## config.mk

```make
export PLATFORM = sky130hd
export DESIGN_NAME = ccu_unpack
export DESIGN_NICKNAME = d
export VERILOG_FILES = /design/src/ccu_unpack_pkg.sv /design/src/ccu_pkt_pkg.sv /design/src/ccu_ifs.sv /design/src/ccu_unpack.sv /design/src/ccu_dispatch.sv /design/src/ccu_header_parser.sv /design/src/ccu_byte_fifo.sv
export SDC_FILE = /design/constraint.sdc
export NUM_CORES = 1
export LEC_CHECK = 0
export ABC_AREA = 1
export ABC_CLOCK_PERIOD_IN_PS = 2700
export BUFFER_PORTS_ARGS = -buffer_cell sky130_fd_sc_hd__buf_2
export CORE_ASPECT_RATIO = 0.8
export CORE_UTILIZATION = 37
export CTS_CLUSTER_SIZE = 40
export DETAILED_ROUTE_END_ITERATION = 6
export MAX_ROUTING_LAYER = met4
export RECOVER_POWER = 25
export SETUP_SLACK_MARGIN = 0.15
export SYNTH_ARGS = -nofsm -noshare
export SYNTH_HDL_FRONTEND = slang
export SYNTH_SLANG_ARGS = --single-unit
```

## constraint.sdc

```tcl
create_clock -name axi_aclk -period 2.7 [get_ports axi_aclk]
set_input_delay 0.405 -clock axi_aclk [delete_from_list [all_inputs] [get_ports axi_aclk]]
set_output_delay 0.405 -clock axi_aclk [all_outputs]
set_load 0.005 [all_outputs]
```

## src/ccu_unpack_pkg.sv

```systemverilog
`default_nettype none

package ccu_unpack_pkg;

    localparam int FIFO_DEPTH = 16;
    localparam int FIFO_AW    = $clog2(FIFO_DEPTH);

    // extra msb tells full from empty
    typedef logic [FIFO_AW:0] fifo_ptr_t;

    typedef enum logic [2:0] {
        HUNT,
        ID_LO,
        ID_HI,
        LEN_LO,
        LEN_HI,
        TYPE,
        PAYLOAD,
        WAIT_DONE
    } parse_state_e;

    typedef enum logic {
        IDLE,
        DRAIN
    } disp_state_e;

endpackage

`default_nettype wire

```

## src/ccu_pkt_pkg.sv

```systemverilog
`default_nettype none

package ccu_pkt_pkg;

    // field widths on the wire
    localparam int BYTE_W = 8;
    localparam int ID_W   = 16;
    localparam int LEN_W  = 13;  // only the low bits of the 16-bit field
    localparam int TYPE_W = 8;

    typedef logic [BYTE_W-1:0] byte_t;
    typedef logic [ID_W-1:0]   pkt_id_t;
    typedef logic [LEN_W-1:0]  pkt_len_t;
    typedef logic [TYPE_W-1:0] pkt_type_t;

    localparam byte_t SYNC_BYTE = 8'h5A;  // start of packet

    // packet type codes
    localparam pkt_type_t TYPE_SYS_CTRL = 8'h00;  // system control
    localparam pkt_type_t TYPE_DATA_DAC = 8'h11;  // dac data, first byte is address
    localparam pkt_type_t TYPE_DATA_ADC = 8'h12;  // adc data, host bound
    localparam pkt_type_t TYPE_REQ_ADC  = 8'h21;  // adc read request
    localparam pkt_type_t TYPE_REQ_DAC  = 8'h22;  // dac read request

endpackage

`default_nettype wire
```

## src/ccu_ifs.sv

```systemverilog
`timescale 1ns/10ps
`default_nettype none

// header fields, parser to dispatcher
interface ccu_hdr_if;
    import ccu_pkt_pkg::*;

    pkt_id_t   pkt_id;
    pkt_len_t  pkt_len;
    pkt_type_t pkt_type;
    logic      hdr_valid;  // high from type byte until after pkt_done
    logic      pkt_done;   // one-cycle pulse

    modport parser (
        output pkt_id, pkt_len, pkt_type, hdr_valid,
        input  pkt_done
    );

    modport dispatch (
        input  pkt_len, pkt_type, hdr_valid,
        output pkt_done
    );
endinterface

// payload fifo ports
interface ccu_fifo_if;
    import ccu_pkt_pkg::*;

    byte_t wdata;
    logic  wr_en;
    logic  rd_en;
    byte_t rdata;  // head entry, fall-through
    logic  full;
    logic  empty;

    modport fifo (
        input  wdata, wr_en, rd_en,
        output rdata, full, empty
    );

    modport writer (output wdata, wr_en, input full);

    modport reader (output rd_en, input rdata, empty);
endinterface

`default_nettype wire

```

## src/ccu_unpack.sv

```systemverilog
`timescale 1ns/10ps
`default_nettype none

module ccu_unpack (
    input  logic                  axi_aclk,
    input  logic                  axi_aresetn,

    // spi rx byte stream
    input  ccu_pkt_pkg::byte_t    rdata,
    input  logic                  rvalid,
    input  logic                  rlast,   // framing comes from the length field
    output logic                  rready,

    // command engines
    output logic                  sys_dv,
    output logic                  dac_dv,
    output logic                  adc_dv,
    input  logic                  sys_busy,
    input  logic                  dac_busy,
    input  logic                  adc_busy,

    // packet info, held for the whole packet
    output ccu_pkt_pkg::pkt_id_t   pack_id,
    output ccu_pkt_pkg::pkt_len_t  pack_length,
    output ccu_pkt_pkg::pkt_type_t pack_type,
    output ccu_pkt_pkg::byte_t     pack_data
);

    ccu_hdr_if  hdr_bus ();
    ccu_fifo_if fifo_bus ();

    ccu_header_parser u_parser (
        .axi_aclk    (axi_aclk),
        .axi_aresetn (axi_aresetn),
        .rdata       (rdata),
        .rvalid      (rvalid),
        .rready      (rready),
        .hdr         (hdr_bus.parser),
        .f           (fifo_bus.writer)
    );

    ccu_byte_fifo u_fifo (
        .axi_aclk    (axi_aclk),
        .axi_aresetn (axi_aresetn),
        .f           (fifo_bus.fifo)
    );

    ccu_dispatch u_dispatch (
        .axi_aclk    (axi_aclk),
        .axi_aresetn (axi_aresetn),
        .hdr         (hdr_bus.dispatch),
        .f           (fifo_bus.reader),
        .sys_busy    (sys_busy),
        .dac_busy    (dac_busy),
        .adc_busy    (adc_busy),
        .sys_dv      (sys_dv),
        .dac_dv      (dac_dv),
        .adc_dv      (adc_dv),
        .pack_data   (pack_data)
    );

    assign pack_id     = hdr_bus.pkt_id;
    assign pack_length = hdr_bus.pkt_len;
    assign pack_type   = hdr_bus.pkt_type;

endmodule

`default_nettype wire

```

## src/ccu_dispatch.sv

```systemverilog
`timescale 1ns/10ps
`default_nettype none

module ccu_dispatch (
    input  logic               axi_aclk,
    input  logic               axi_aresetn,
    ccu_hdr_if.dispatch        hdr,
    ccu_fifo_if.reader         f,
    input  logic               sys_busy,
    input  logic               dac_busy,
    input  logic               adc_busy,
    output logic               sys_dv,
    output logic               dac_dv,
    output logic               adc_dv,
    output ccu_pkt_pkg::byte_t pack_data
);
    import ccu_pkt_pkg::*;
    import ccu_unpack_pkg::*;

    disp_state_e state;
    pkt_len_t    left;  // bytes still to hand out
    logic        to_sys;
    logic        to_dac;
    logic        to_adc;
    logic        blocked;
    logic        pop;

    always_comb begin
        to_sys = 1'b0;
        to_dac = 1'b0;
        to_adc = 1'b0;
        case (hdr.pkt_type)
            TYPE_SYS_CTRL: to_sys = 1'b1;
            TYPE_DATA_DAC: to_dac = 1'b1;
            TYPE_REQ_ADC:  to_adc = 1'b1;
            TYPE_DATA_ADC, TYPE_REQ_DAC: begin
                // no engine, payload is dropped
            end
            default: begin
            end
        endcase
    end

    // busy only stalls routed types
    assign blocked = (to_sys && sys_busy) || (to_dac && dac_busy) || (to_adc && adc_busy);
    assign pop     = (state == DRAIN) && (left != '0) && !f.empty && !blocked;

    assign f.rd_en = pop;
    assign sys_dv  = pop && to_sys;
    assign dac_dv  = pop && to_dac;
    assign adc_dv  = pop && to_adc;

    assign pack_data = (sys_dv || dac_dv || adc_dv) ? f.rdata : '0;

    // zero length finishes in the first hdr_valid cycle
    assign hdr.pkt_done = ((state == IDLE) && hdr.hdr_valid && (hdr.pkt_len == '0)) ||
                          ((state == DRAIN) && (left == '0));

    always_ff @(posedge axi_aclk) begin
        if (!axi_aresetn) begin
            state <= IDLE;
            left  <= '0;
        end else begin
            case (state)
                IDLE: begin
                    if (hdr.hdr_valid && (hdr.pkt_len != '0)) begin
                        state <= DRAIN;
                        left  <= hdr.pkt_len;
                    end
                end
                DRAIN: begin
                    if (left == '0) begin
                        state <= IDLE;
                    end else if (pop) begin
                        left <= left - 1'b1;
                    end
                end
                default: state <= IDLE;
            endcase
        end
    end

endmodule

`default_nettype wire

```

## src/ccu_header_parser.sv

```systemverilog
`timescale 1ns/10ps
`default_nettype none

module ccu_header_parser (
    input  logic               axi_aclk,
    input  logic               axi_aresetn,
    input  ccu_pkt_pkg::byte_t rdata,
    input  logic               rvalid,
    output logic               rready,
    ccu_hdr_if.parser          hdr,
    ccu_fifo_if.writer         f
);
    import ccu_pkt_pkg::*;
    import ccu_unpack_pkg::*;

    parse_state_e state;
    pkt_len_t     wr_cnt;  // payload bytes taken so far
    logic         run;     // holds rready low through reset
    logic         xfer;

    assign rready = run && (state != WAIT_DONE) && !((state == PAYLOAD) && f.full);
    assign xfer   = rvalid && rready;

    assign f.wr_en = xfer && (state == PAYLOAD);
    assign f.wdata = rdata;

    always_ff @(posedge axi_aclk) begin
        if (!axi_aresetn) begin
            run           <= 1'b0;
            state         <= HUNT;
            wr_cnt        <= '0;
            hdr.pkt_id    <= '0;
            hdr.pkt_len   <= '0;
            hdr.pkt_type  <= '0;
            hdr.hdr_valid <= 1'b0;
        end else begin
            run <= 1'b1;
            case (state)
                HUNT: begin
                    if (xfer && (rdata == SYNC_BYTE)) begin
                        state <= ID_LO;
                    end
                end
                ID_LO: begin
                    if (xfer) begin
                        hdr.pkt_id[7:0] <= rdata;
                        state           <= ID_HI;
                    end
                end
                ID_HI: begin
                    if (xfer) begin
                        hdr.pkt_id[15:8] <= rdata;
                        state            <= LEN_LO;
                    end
                end
                LEN_LO: begin
                    if (xfer) begin
                        hdr.pkt_len[7:0] <= rdata;
                        state            <= LEN_HI;
                    end
                end
                LEN_HI: begin
                    if (xfer) begin
                        hdr.pkt_len[12:8] <= rdata[4:0];  // top 3 bits dropped
                        state             <= TYPE;
                    end
                end
                TYPE: begin
                    if (xfer) begin
                        hdr.pkt_type  <= rdata;
                        hdr.hdr_valid <= 1'b1;
                        wr_cnt        <= '0;
                        state         <= (hdr.pkt_len == '0) ? WAIT_DONE : PAYLOAD;
                    end
                end
                PAYLOAD: begin
                    if (xfer) begin
                        wr_cnt <= wr_cnt + 1'b1;
                        if (wr_cnt + 1'b1 == hdr.pkt_len) begin
                            state <= WAIT_DONE;  // last byte in
                        end
                    end
                end
                WAIT_DONE: begin
                    if (hdr.pkt_done) begin
                        hdr.hdr_valid <= 1'b0;
                        state         <= HUNT;
                    end
                end
                default: state <= HUNT;
            endcase
        end
    end

endmodule

`default_nettype wire

```

## src/ccu_byte_fifo.sv

```systemverilog
`timescale 1ns/10ps
`default_nettype none

module ccu_byte_fifo (
    input logic      axi_aclk,
    input logic      axi_aresetn,
    ccu_fifo_if.fifo f
);
    import ccu_pkt_pkg::*;
    import ccu_unpack_pkg::*;

    byte_t     mem [FIFO_DEPTH];
    fifo_ptr_t wptr;
    fifo_ptr_t rptr;
    logic      do_wr;
    logic      do_rd;

    assign f.empty = (wptr == rptr);
    assign f.full  = (wptr[FIFO_AW] != rptr[FIFO_AW]) &&
                     (wptr[FIFO_AW-1:0] == rptr[FIFO_AW-1:0]);

    assign do_wr = f.wr_en && !f.full;
    assign do_rd = f.rd_en && !f.empty;

    assign f.rdata = mem[rptr[FIFO_AW-1:0]];  // head shows without a read

    always_ff @(posedge axi_aclk) begin
        if (!axi_aresetn) begin
            wptr <= '0;
            rptr <= '0;
        end else begin
            if (do_wr) begin
                wptr <= wptr + 1'b1;
            end
            if (do_rd) begin
                rptr <= rptr + 1'b1;
            end
        end
    end

    always_ff @(posedge axi_aclk) begin
        if (do_wr) begin
            mem[wptr[FIFO_AW-1:0]] <= f.wdata;
        end
    end

endmodule

`default_nettype wire

```

==> summary.md, run 1 <==
| Metric | Value |
|---|---|
| Slowest stage cell on the critical path | sky130_fd_sc_hd__dfxtp_4 |
| Final Slew Violations | 0 |
| Critical-path cell list | buf_12, nor2_1, o22ai_1, nand2_1, and3_1, nor3_1, buf_2 |
| GRT Total Usage | between 10% and 20% |
| Syn. warnings | 0 |
| Sequential power share | 47.8% |
| Primary flip-flop cell chosen by synthesis mapping | sky130_fd_sc_hd__edfxtp_1 |
| Startpoint of the tightest hold check path | rvalid |
| Proportion of total power due to net switching | 19.7% |
| Overall die height | 146 microns |
| Worst endpoint data arrival time | 2.11 ns |
| Count of state elements after synthesis | 211 |
| Number of global-route vias before repair | 7,033 |
| Maximum number of pins on one net before global-route repair | 56 |
| Number of flops mapped to enable cells by yosys | between 100 and 150 |
| Maximum ir drop on the vdd rail | about 0.45 mV |
| Longest individual stage delay on the worst path | 0.46 ns |
| Highest fanout seen on the critical path | 6 |
| # H-tree levels | 1 |
| Type of destination of the critical path | output pin |
| Remaining antenna violation count | 0 |
| Combined area of all synthesized cells | 0.00955 sq mm |
| Power density over the cells | 618 mW/mm^2 |
| Number of endpoints with negative hold slack in the final report | 0 |
| Category of the worst setup path launch point | register |
| Avg Inst Size Synth | slightly above 9 sq um |
| Total Neg Setup Slack | 0 ns |
| CTS Root Buffer Type | sky130_fd_sc_hd__clkbuf_16 |
| Clock latency on the worst-skew pair | 0.51 ns |
| Worst setup slack for register-to-register paths | 0.39 ns |
| Data required time of the critical path | 2.30 ns |
| Post-Synthesis Cells | 1,053 |
| Nets | 1,175 |
| Count of pins on the block boundary | 64 |
| Total design power | 7.15 mW |
| Type of the setup path with the least slack | register to output pin |
| Maximum capacitance violations | 0 |
| Terminating pin of the worst hold path | u_parser.wr_cnt[7] |
| Worst Hold Depth | 5 |
| Die outline area | 0.0265 sq mm |
| Residual overflow from global routing | 0 |
| Clock input transition at the sequential cells of the worst setup and hold paths | around 0.060 ns |
| Worst-case clock skew | 0.0122 ns |
| Rows | 52 |
| Crit Reg-Reg Endpoint | u_fifo.mem[6][4] |
| Final clock period utilization by the worst path | 93.0% |
| Global-route wire length before repair | 39,200 microns |
| Global placer's final weighted congestion | 0.834 |
| Share of synthesized area occupied by flip-flops and latches | 57.7% |
| Async set-reset flop share out of synthesis | 0% |
| Cts-stage hold buffer count | 0 |
| Number of diodes added for antenna fixing | 0 |
| Iteration-0 DRC count of the detailed router | 610 |
| Die X | around 180 microns |
| Initial antenna violation count | 0 |
| Count of clock tree sinks | 211 |
| Status | complete, no violations |
| Tightest Pin Transition | 1.24 ns |
| Worst slew margin relative to its limit | 17.4% |
| Number of buffers created by CTS | 24 |
| Port bufs | 62 |
| Placeable core area | 0.0253 sq mm |
| Unrepaired setup endpoints after global routing | true |
| Starting Density | 37.7% |
| Shortest period the worst path allows | 2.51 ns |
| Switching Power | 1.41 mW |
| Half-perimeter wire length of the detailed placement result | 16,000 microns |
| Clock tree buffer depth | 3 |
| Path category of the worst min-delay check | primary input to register |
| Achievable clock frequency | approximately 0.4 GHz |
| Average detailed-routed wire length per instance | around 17 microns |
| Number of detailed-route iterations in the first pass | 5 |
| Pint | 5.74 mW |
| Logic pwr share | about 1.7% |
| TritonCTS clock tree | yes |
| Clock power share | between 50% and 60% |
| Layout filler cell count | 2,390 |
| Area growth from synthesis to final layout | 21.1% |
| Vias after detailed routing | around 7,700 |
| Ratio of cells with drive above 1 in the final layout | between 10% and 20% |
| Standby leakage power | 4.44 nW |
| Setup violation total in the final timing report | 0 |
| Logic depth of the worst register-to-register path | 12 |
| Total DRC errors in the routed layout | 0 |
| Total wire length after detailed routing | 25,100 microns |
| Post-synthesis cell type count | 41 |
| Worst reg2reg path startpoint | u_parser.state[0] |
| Post-synth net total | approximately 1,100 |
| Via count normalized by instance count | 5.15 |
-- placed cells by master (no fill, tap or decap), types with 34 or more instances in the layout --
| cell | n |
|---|---|
| sky130_fd_sc_hd__inv_1 | 84 |
| sky130_fd_sc_hd__edfxtp_1 | 128 |
| sky130_fd_sc_hd__nand3_1 | 59 |
| sky130_fd_sc_hd__nor2_1 | 140 |
| sky130_fd_sc_hd__o21ai_0 | 131 |
| sky130_fd_sc_hd__a21oi_1 | 73 |
| sky130_fd_sc_hd__dfxtp_1 | 70 |
| sky130_fd_sc_hd__nand2_1 | 169 |
| sky130_fd_sc_hd__buf_2 | 55 |
| sky130_fd_sc_hd__buf_4 | 34 |
-- flip-flops by register name, indices dropped and copies added (netlist names), named ones only --
register,cells
u_parser.hdr.pkt_type,8
u_dispatch.left,13
u_parser.run,1
u_dispatch.state,1
u_parser.hdr.pkt_id,16
u_parser.hdr.hdr_valid,1
u_fifo.wptr,5
u_fifo.mem,128
u_parser.hdr.pkt_len,13
u_parser.wr_cnt,13
u_parser.state,3
u_fifo.rptr,5
-- how the worst max path moves through the flow --
stage	to	cells after the start	start	slack (ns)
CTS	pack_data[2]	11	u_parser.hdr.pkt_type[3]	0.16
global placement	u_fifo.mem[11][7]	12	u_parser.state[0]	0.33
floorplan	u_fifo.mem[11][0]	11	u_parser.state[0]	0.23
finish	pack_data[7]	7	register	0.19
detailed placement	u_fifo.mem[11][2]	12	u_parser.state[0]	0.32
global route	pack_data[2]	12	u_parser.hdr.pkt_type[6]	0.08
-- power groups by stage --
stage          combinational [mW]  clock, mW  sequential [mW]
6_report                    0.119       3.62             3.41
5_1_grt                     0.131       3.81             3.41
4_1_cts                     0.126       3.68             3.41
3_5_place_dp                0.125          0             3.48
3_3_place_gp                0.124          0             3.48
2_1_floorplan              0.0410          0             3.48
-- cell families (layout without fill, tap and decap cells) --
kind of cell / count (synthesis) / after routing / synth area share (%)
compound gates: 246 / 246 / 13.8
xor+xnor: 12 / 12 / 1.10
buf+inv: 138 / 251 / 6.05
fa+ha+maj: 12 / 12 / 1.57
flops: 211 / 211 / 57.7
simple gates: 434 / 434 / 19.9
-- metrics by stage --
stage | hold WS [ns] | util [%] | area [sq um] | cells | setup slack [ns]
after detailed placement | 0.437 | 40.8 | 10300 | 1432 | 0.319
after global routing | 0.415 | 45.7 | 11600 | 1490 | 0.0848
after global placement | 0.434 | 40.8 | 10300 | 1432 | 0.328
after floorplan | 0.433 | - | 9550 | 1053 | 0.226
after CTS | 0.380 | 44.9 | 11400 | 1480 | 0.157
final | 0.397 | 45.7 | 11600 | 1490 | 0.189
-- routing by layer --
metal	track usage, %	vias up	wire, microns
met5	-	-	0
met4	3.56	0	394
met3	2.80	32	1480
met2	30.3	220	11500
met1	27.3	3615	11700
li1	-	3807	-
-- timing repair --
action	4_1_cts	5_1_grt
setup buffers	3	8
pin swaps	5	13
endpoints found under the setup margin	9	19
resized for setup	24	35
cloned	1	2
-- layout make-up --
type / count / area (sq um) / area share, %
inverter: 93 / 368 / 3.18
clock inverter: 12 / 226 / 1.96
timing repair buffer: 114 / 811 / 7.01
tap: 324 / 405 / 3.50
sequential: 211 / 5520 / 47.8
multi-input combinational: 704 / 3570 / 30.9
clock buffer: 32 / 662 / 5.72
-- synthesized netlist by cell type (all sizes together), types with 13 or more instances --
| cell | number | area share [%] |
|---|---|---|
| o21ai | 132 | 6.9 |
| nand3 | 67 | 3.8 |
| nor2 | 155 | 6.4 |
| edfxtp | 128 | 40 |
| clkbuf | 28 | 1.1 |
| buf | 17 | 1.3 |
| dfxtp | 83 | 17 |
| nand4 | 13 | 0.85 |
| o22ai | 28 | 1.8 |
| inv | 91 | 3.6 |
| a21oi | 75 | 4.0 |
| nand2 | 178 | 7.3 |
-- worst max-delay path, delay by kind of cell (launching register included) --
| family | cells | cell delay (ns) |
|---|---|---|
| AO/OA/AOI/OAI | 1 | 0.26 |
| buffers and inverters | 2 | 0.30 |
| flip-flops | 1 | 0.46 |
| AND/OR/NAND/NOR | 4 | 0.58 |
No activity file was read; power rests on OpenSTA's default activity.
==> run 2, diff against run 1 <==
Settings changed: SYNTH_HIERARCHICAL set to 1.
==> summary.md, run 2 <==
| Metric | Value |
|---|---|
| TritonCTS clock tree | yes |
| Met2 layer usage reported by global route | 27.9% (-2.4 points) |
| Residual overflow from global routing | 0 (unchanged) |
| Rows | 53 (+1.9%) |
| Achievable clock frequency | 0.409 GHz (+2.8%) |
| Starting Density | 38.1% (+0.41 points) |
| Number of global-route vias before repair | 7,269 (+3.4%) |
| CTS Root Buffer Type | sky130_fd_sc_hd__clkbuf_16 |
| Clock input transition at the sequential cells of the worst setup and hold paths | 0.06 ns (about the same) |
| Type of destination of the critical path | output pin |
| Worst endpoint data arrival time | 2.04 ns (-0.07 ns) |
| Most numerous cell in the Yosys netlist | sky130_fd_sc_hd__nand2_1 |
| Total DRC errors in the routed layout | 0 (unchanged) |
| # H-tree levels | 1 (unchanged) |
| Clock tree buffer depth | 3 (unchanged) |
| Syn. warnings | 6 (+6) |
| Final clock period utilization by the worst path | 90.5% (-2.5 points) |
| Tightest Pin Transition | 1.30 ns (+0.0656 ns) |
| Area of combinational cells with multiple inputs | 0.00384 sq mm (+7.5%) |
| Layout filler cell count | 2,579 (+7.9%) |
| Commonest cells after routing, fill and taps aside | sky130_fd_sc_hd__nand2_1, sky130_fd_sc_hd__inv_1, sky130_fd_sc_hd__edfxtp_1 |
| Maximum capacitance violations | 0 (unchanged) |
| Number of endpoints with negative hold slack in the final report | 0 (unchanged) |
| Number of cells in the finished layout apart from fillers | 1,617 (+8.5%) |
| Number of placed instances with taps included | 1,563 (+9.1%) |
| Setup violation total in the final timing report | 0 (unchanged) |
| Largest family of logic cells by synthesized area | simple AND/OR/NAND/NOR gates |
| Final Slew Violations | 0 (unchanged) |
| Count of clock tree sinks | 211 (unchanged) |
| Post-Synthesis Cells | 1,169 (+11%) |
| Placeable core area | 0.0267 sq mm (+5.3%) |
| Terminating pin of the worst hold path | u_parser/wr_cnt[0] |
| Post-synthesis cell type count | 49 (+20%) |
| Worst slew margin relative to its limit | 13.1% (-4.4 points) |
| Total Neg Setup Slack | 0 ns (unchanged) |
| Area used by sequential logic in the layout | 0.00552 sq mm (about the same) |
| Die X | 187 microns (+3.2%) |
| Nets | 1,265 (+7.7%) |
| Async set-reset flop share out of synthesis | 0% (unchanged) |
| Maximum ir drop on the vdd rail | 0.426 mV (-5.4%) |
| Status | complete, no violations |
| Overall die height | 150 microns (+3.1%) |
| Yosys top cell area share | 37.8% (-2.5 points) |
| Ratio of cells with drive above 1 in the final layout | 17.1% (-0.42 points) |
| Busiest grt layer | met2 |
| Worst setup slack for register-to-register paths | 0.29 ns (-0.10 ns) |
| Standby leakage power | 4.61 nW (+4.0%) |
| Global-route met3 utilization | 2.68% (-0.12 points) |
| Global placer's final weighted congestion | 0.865 (+3.8%) |
| Total placed instance area | 0.0109 sq mm (+5.6%) |
| Category of the worst setup path launch point | register |
| Power density over the cells | 578 mW/mm^2 (-6.4%) |
| Port bufs | 62 (unchanged) |
| List of most frequent post-synthesis cells | sky130_fd_sc_hd__nand2_1, sky130_fd_sc_hd__inv_1, sky130_fd_sc_hd__edfxtp_1 |
| Logic depth of the worst register-to-register path | 11 (-1) |
| Cts-stage hold buffer count | 0 (unchanged) |
| Post-synth net total | 1,192 (+10%) |
| Startpoint of the tightest hold check path | rvalid |
| Average detailed-routed wire length per instance | 16.0 microns (-5.4%) |
| Total wire length after detailed routing | 25,800 microns (+2.7%) |
| Worst reg2reg path startpoint | u_fifo/wptr[4] |
| Number of detailed-route iterations in the first pass | 5 (unchanged) |
| Path category of the worst min-delay check | primary input to register |
| Synth Area in Compound Gates | 12.4% (-1.4 points) |
| Initial antenna violation count | 1 (+1) |
| Mux contribution to synthesized area | 0.197% (+0.20 points) |
| Count of state elements after synthesis | 211 (unchanged) |
| Type of the setup path with the least slack | register to output pin |
| Clock latency on the worst-skew pair | 0.52 ns (about the same) |
| Shortest period the worst path allows | 2.44 ns (-0.0675 ns) |
| Number of flops mapped to enable cells by yosys | 128 (unchanged) |
| Primary flip-flop cell chosen by synthesis mapping | sky130_fd_sc_hd__edfxtp_1 |
| Share of synthesized cell area in full adder, half adder and majority cells | 0.984% (-0.59 points) |
| Number of buffers created by CTS | 24 (unchanged) |
| Avg Inst Size Synth | 8.70 sq um (-4.1%) |
| Maximum number of pins on one net before global-route repair | 65 (+16%) |
| Combined area of all synthesized cells | 0.0102 sq mm (+6.5%) |
| Vias after detailed routing | 8,076 (+5.2%) |
| Remaining antenna violation count | 0 (unchanged) |
| Global-route wire length before repair | 39,800 microns (+1.6%) |
| Worst-case clock skew | 0.0209 ns (+0.00868 ns) |
| Basic-gate share of the synthesized area counting and, or, nand and nor cells | 21.8% (+2.0 points) |
| Highest fanout seen on the critical path | 8 (+2) |
| Half-perimeter wire length of the detailed placement result | 16,900 microns (+5.6%) |
| Most frequent standard cell in the layout excluding fill and tap cells | sky130_fd_sc_hd__nand2_1 |
| Max FFs per register | 128 (unchanged) |
| Crit Reg-Reg Endpoint | u_fifo/mem[4][1] |
| Final instance area | 0.0120 sq mm (+3.8%) |
| Area growth from synthesis to final layout | 18.0% |
| Share of synthesized area occupied by flip-flops and latches | 54.1% (-3.5 points) |
| Unrepaired setup endpoints after global routing | true |
| Data required time of the critical path | 2.30 ns (about the same) |
| Die outline area | 0.0282 sq mm (+6.4%) |
| GRT Total Usage | 18.6% (-0.95 points) |
| Count of pins on the block boundary | 64 (unchanged) |
| Leading area contributor after synthesis | sky130_fd_sc_hd__edfxtp_1 |
| Via count normalized by instance count | 4.99 (-3.0%) |
| Post-synthesis share of cell area spent on xor and xnor gates | 0.517% (-0.58 points) |
| Met1 global-route usage | 26.7% (-0.61 points) |
| Synth top area cells | sky130_fd_sc_hd__edfxtp_1, sky130_fd_sc_hd__dfxtp_1, sky130_fd_sc_hd__nand2_1 |
| Iteration-0 DRC count of the detailed router | 547 (-10%) |
| Worst Hold Depth | 4 (-1) |
## run 2: changes by cell type in the layout (fill, tap and decap cells not counted), sizes merged, moves of 7 or more
cell and change:
inv +77, o21ai -62, nand2 +55, nand3 +51, o211ai +32, nor2 -28
a21oi +26, o22ai -26, clkbuf -8, buf -7, nand4 -7
## run 2: metal layers
| layer | up-vias | routed length [microns] |
|---|---|---|
| li1 | 4024 | - |
| met1 | 3811 | 13000 |
| met2 | 208 | 11100 |
| met3 | 33 | 1410 |
| met4 | 0 | 385 |
| met5 | - | 0 |
## run 2: cell families after synthesis
logic type	Yosys count
and+or+nand+nor	500
AOI/OAI and AO/OA	218
adders and majority gates	8
xor gates and xnor gates	6
buffers and inverters	224
muxes	2
DFF	211
## run 2: cell type report
type | count | share of cell area, %
inverters | 170 | 5.58
repair buffers | 101 | 5.74
flip-flops and latches | 211 | 46.0
diodes | 1 | 0.0209
clock inverters | 13 | 1.41
well taps | 357 | 3.72
multi-input cells | 734 | 32.0
clock buffers | 30 | 5.54
## run 2: where the power goes
group          switching (mW)  internal, mW
registers            0.000551          3.41
logic                  0.0999        0.0212
clock network            1.29          2.12
total                    1.39          5.55
## run 2: metrics by stage
step | util, % | hold WS [ns] | total power [mW] | setup WS, ns
3_3_place_gp | 41.0 | 0.431 | 3.60 | 0.230
5_1_grt | 45.0 | 0.354 | 7.13 | 0.0973
2_1_floorplan | - | 0.433 | 3.55 | 0.117
6_report | 45.0 | 0.348 | 6.94 | 0.257
3_5_place_dp | 41.0 | 0.435 | 3.60 | 0.173
4_1_cts | 44.3 | 0.324 | 7.00 | 0.159
## run 2: worst max-delay path, stage by stage, from the launching register on
cell and delay (ns):
sky130_fd_sc_hd__dfxtp_1 0.41, sky130_fd_sc_hd__nor2_2 0.08, sky130_fd_sc_hd__nand2_1 0.13, sky130_fd_sc_hd__nor2_2 0.07
sky130_fd_sc_hd__nand2_1 0.09, sky130_fd_sc_hd__nand3_2 0.14, sky130_fd_sc_hd__nor2_4 0.16, sky130_fd_sc_hd__o31ai_4 0.09
sky130_fd_sc_hd__buf_12 0.14, sky130_fd_sc_hd__nor2_1 0.09, sky130_fd_sc_hd__buf_2 0.12
## run 2: worst max path at each step
stage                                   startpoint                end  depth (start not counted)
final                     u_parser/hdr.pkt_type[3]       pack_data[7]                         10
after detailed placement            u_fifo/wptr[3]  u_fifo/mem[11][3]                         11
after global placement              u_fifo/wptr[3]  u_fifo/mem[11][6]                         11
after global routing                u_fifo/wptr[4]   u_fifo/mem[4][1]                         11
after floorplan                     u_fifo/wptr[2]  u_fifo/mem[10][0]                         16
after CTS                           u_fifo/wptr[0]             adc_dv                         12
## run 2: what timing repair did
action | in CTS | in global routing
pin swaps | 0 | 8
endpoints found under the hold margin | 0 | 0
buffers inserted | 1 | 9
endpoints found under the setup margin | 27 | 107
gates resized for setup | 9 | 24
==> run 3, diff against run 2 <==
Settings changed: CORE_ASPECT_RATIO 0.8 to 0.6.
==> summary.md, run 3 (synthesized netlist as in run 2, its figures left out) <==
| Metric | Value |
|---|---|
| Category of the worst setup path launch point | register |
| Number of detailed-route iterations in the first pass | 5 (unchanged) |
| Most frequent standard cell in the layout excluding fill and tap cells | sky130_fd_sc_hd__nand2_1 |
| Proportion of total power due to net switching | 21.0% (+0.95 points) |
| Residual overflow from global routing | 0 (unchanged) |
| Vias after detailed routing | 8,132 (+0.69%) |
| Maximum number of pins on one net before global-route repair | 65 (unchanged) |
| Final instance area | 0.0118 sq mm (-2.0%) |
| Highest fanout seen on the critical path | 15 (+7) |
| Standby leakage power | 4.52 nW (-2.0%) |
| Power density over the cells | 540 mW/mm^2 (-6.7%) |
| Worst slew margin relative to its limit | 1.99% (-11 points) |
| Data required time of the critical path | 2.30 ns (about the same) |
| Maximum capacitance violations | 0 (unchanged) |
| Logic pwr share | 2.0% (+0.3 points) |
| Maximum ir drop on the vdd rail | 0.357 mV (-16%) |
| Count of pins on the block boundary | 64 (unchanged) |
| Cts-stage hold buffer count | 0 (unchanged) |
| Total Neg Setup Slack | 0 ns (unchanged) |
| Worst endpoint data arrival time | 2.05 ns (about the same) |
| TritonCTS clock tree | yes |
| Type of the setup path with the least slack | register to output pin |
| Buffering stage count on the worst path with inverters included | 3 (+1) |
| Worst-case clock skew | 0.0169 ns (-0.00398 ns) |
| Clock tree buffer depth | 3 (unchanged) |
| Die X | 216 microns (+15%) |
| Shortest period the worst path allows | 2.45 ns (+0.0106 ns) |
| Post-Place Setup Slack | 0.140 ns (-0.0328 ns) |
| Total DRC errors in the routed layout | 0 (unchanged) |
| Total placed instance area | 0.0109 sq mm (about the same) |
| Slowest stage cell on the critical path | sky130_fd_sc_hd__dfxtp_4 |
| Commonest cells after routing, fill and taps aside | sky130_fd_sc_hd__nand2_1, sky130_fd_sc_hd__inv_1, sky130_fd_sc_hd__edfxtp_1 |
| Via count normalized by instance count | 5.05 (+1.1%) |
| Final clock period utilization by the worst path | 90.9% (+0.39 points) |
| Worst hold-check slack | 0.390 ns (+0.0423 ns) |
| Count of clock tree sinks | 211 (unchanged) |
| Area growth from synthesis to final layout | 15.7% |
| Number of endpoints with negative hold slack in the final report | 0 (unchanged) |
| Number of global-route vias before repair | 7,226 (-0.59%) |
| Layout filler cell count | 2,647 (+2.6%) |
| Most Frequent Cell on Critical Path | sky130_fd_sc_hd__nand3_1 |
| Setup violation total in the final timing report | 0 (unchanged) |
| Status | complete, no violations |
| Rows | 46 (-13%) |
| GRT Total Usage | 20.2% (+1.7 points) |
| # H-tree levels | 1 (unchanged) |
| Average detailed-routed wire length per instance | 17.1 microns (+6.9%) |
| Total wire length after detailed routing | 27,500 microns (+6.5%) |
| Initial antenna violation count | 0 (-1) |
| Number of diodes added for antenna fixing | 0 (-1) |
| Number of placed instances with taps included | 1,565 (+0.13%) |
| Number of cells in the finished layout apart from fillers | 1,611 (-0.37%) |
| Clock power share | 44.3% (-4.8 points) |
| CTS Root Buffer Type | sky130_fd_sc_hd__clkbuf_16 |
| Number of buffers created by CTS | 21 (-13%) |
| Longest individual stage delay on the worst path | 0.44 ns (+0.03 ns) |
| Tightest Pin Transition | 1.47 ns (+0.166 ns) |
| Critical-path cell list | buf_4, a21oi_1, o21ai_0, nand3_1, nand3_1, nand2_1, inv_1, nor2_1, buf_2 |
| Clock input transition at the sequential cells of the worst setup and hold paths | 0.06 ns (about the same) |
| Global-route wire length before repair | 41,900 microns (+5.3%) |
| Port bufs | 62 (unchanged) |
| Global placer's final weighted congestion | 0.906 (+4.7%) |
| Placeable core area | 0.0267 sq mm (+0.18%) |
| Die outline area | 0.0282 sq mm (about the same) |
| Overall die height | 130 microns (-13%) |
| Switching Power | 1.33 mW (-4.2%) |
| Type of destination of the critical path | output pin |
| Starting Density | 38.1% (-0.068 points) |
| Final worst-path setup slack | 0.246 ns (-0.0105 ns) |
| Util after Layout | 44.0% (-0.98 points) |
| Sequential power share | 53.7% (+4.6 points) |
| Achievable clock frequency | 0.407 GHz (-0.43%) |
| Max FFs per register | 128 (unchanged) |
| Path category of the worst min-delay check | primary input to register |
| Unrepaired setup endpoints after global routing | true |
| Final Slew Violations | 0 (unchanged) |
| Clock latency on the worst-skew pair | 0.52 ns (about the same) |
| Nets | 1,260 (-0.40%) |
| Remaining antenna violation count | 0 (unchanged) |
| Pint | 5.02 mW (-9.6%) |
| Iteration-0 DRC count of the detailed router | 841 (+54%) |
| Ratio of cells with drive above 1 in the final layout | 15.9% (-1.2 points) |
| Half-perimeter wire length of the detailed placement result | 18,600 microns (+10%) |
| Total design power | 6.35 mW (-8.5%) |
| Category of cells accounting for the largest share of critical-path delay | simple AND/OR/NAND/NOR gates |
run 3: changes by cell type in the layout (fill, tap and decap cells not counted), sizes merged:
cell,previous run,this run
buf,92,88
clkbuf,39,41
bufinv,5,2
diode,1,0
clkinvlp,3,0
run 3: power by group through the flow:
stage,combinational (mW),sequential [mW],clock (mW)
2_1_floorplan,0.0683,3.48,0
3_3_place_gp,0.131,3.48,0
3_5_place_dp,0.133,3.48,0
4_1_cts,0.133,3.41,2.88
5_1_grt,0.140,3.41,3.02
6_report,0.127,3.41,2.81
run 3: what timing repair did:
action                                 CTS  global route
setup endpoints to repair               27           107
endpoints found under the hold margin    0             0
gates cloned                             0             0
setup buffers                            1             8
resized for setup                        6            24
pin swaps                                2            10
run 3: path summary, 6_finish.rpt:
kind | slack [ns] | start | to | cells after the start
worst min register to register | 0.45 | u_parser/hdr.pkt_id[2] | u_parser/hdr.pkt_id[2] | 2
worst max register to register | 0.29 | u_fifo/rptr[4] | u_fifo/mem[14][1] | 12
worst min-delay path | 0.39 | rvalid | u_parser/hdr.pkt_len[12] | 5
worst max-delay path | 0.25 | register | pack_data[7] | 9
run 3: worst min-delay path, stage by stage:
cell and delay (ns):
sky130_fd_sc_hd__buf_2 0.14, sky130_fd_sc_hd__nand2_4 0.13, sky130_fd_sc_hd__nor2_4 0.06, sky130_fd_sc_hd__nand3_1 0.06
sky130_fd_sc_hd__a21oi_1 0.06
run 3: routing by layer:
metal | up-vias | track usage, % | share of wire [%]
met5 | - | - | 0
met4 | 0 | 3.31 | 1.1
met3 | 26 | 4.70 | 8.3
met2 | 260 | 25.9 | 38
met1 | 3828 | 31.7 | 53
li1 | 4018 | - | -
run 3: final cells by class:
type / count / area, sq um / share of cell area (%)
multi-input cells: 734 / 3820 / 32.5
well taps: 360 / 450 / 3.83
inverters: 170 / 669 / 5.69
repair buffers: 99 / 659 / 5.61
flip-flops and latches: 211 / 5530 / 47.0
clock inverters: 7 / 58.8 / 0.500
clock buffers: 30 / 579 / 4.93
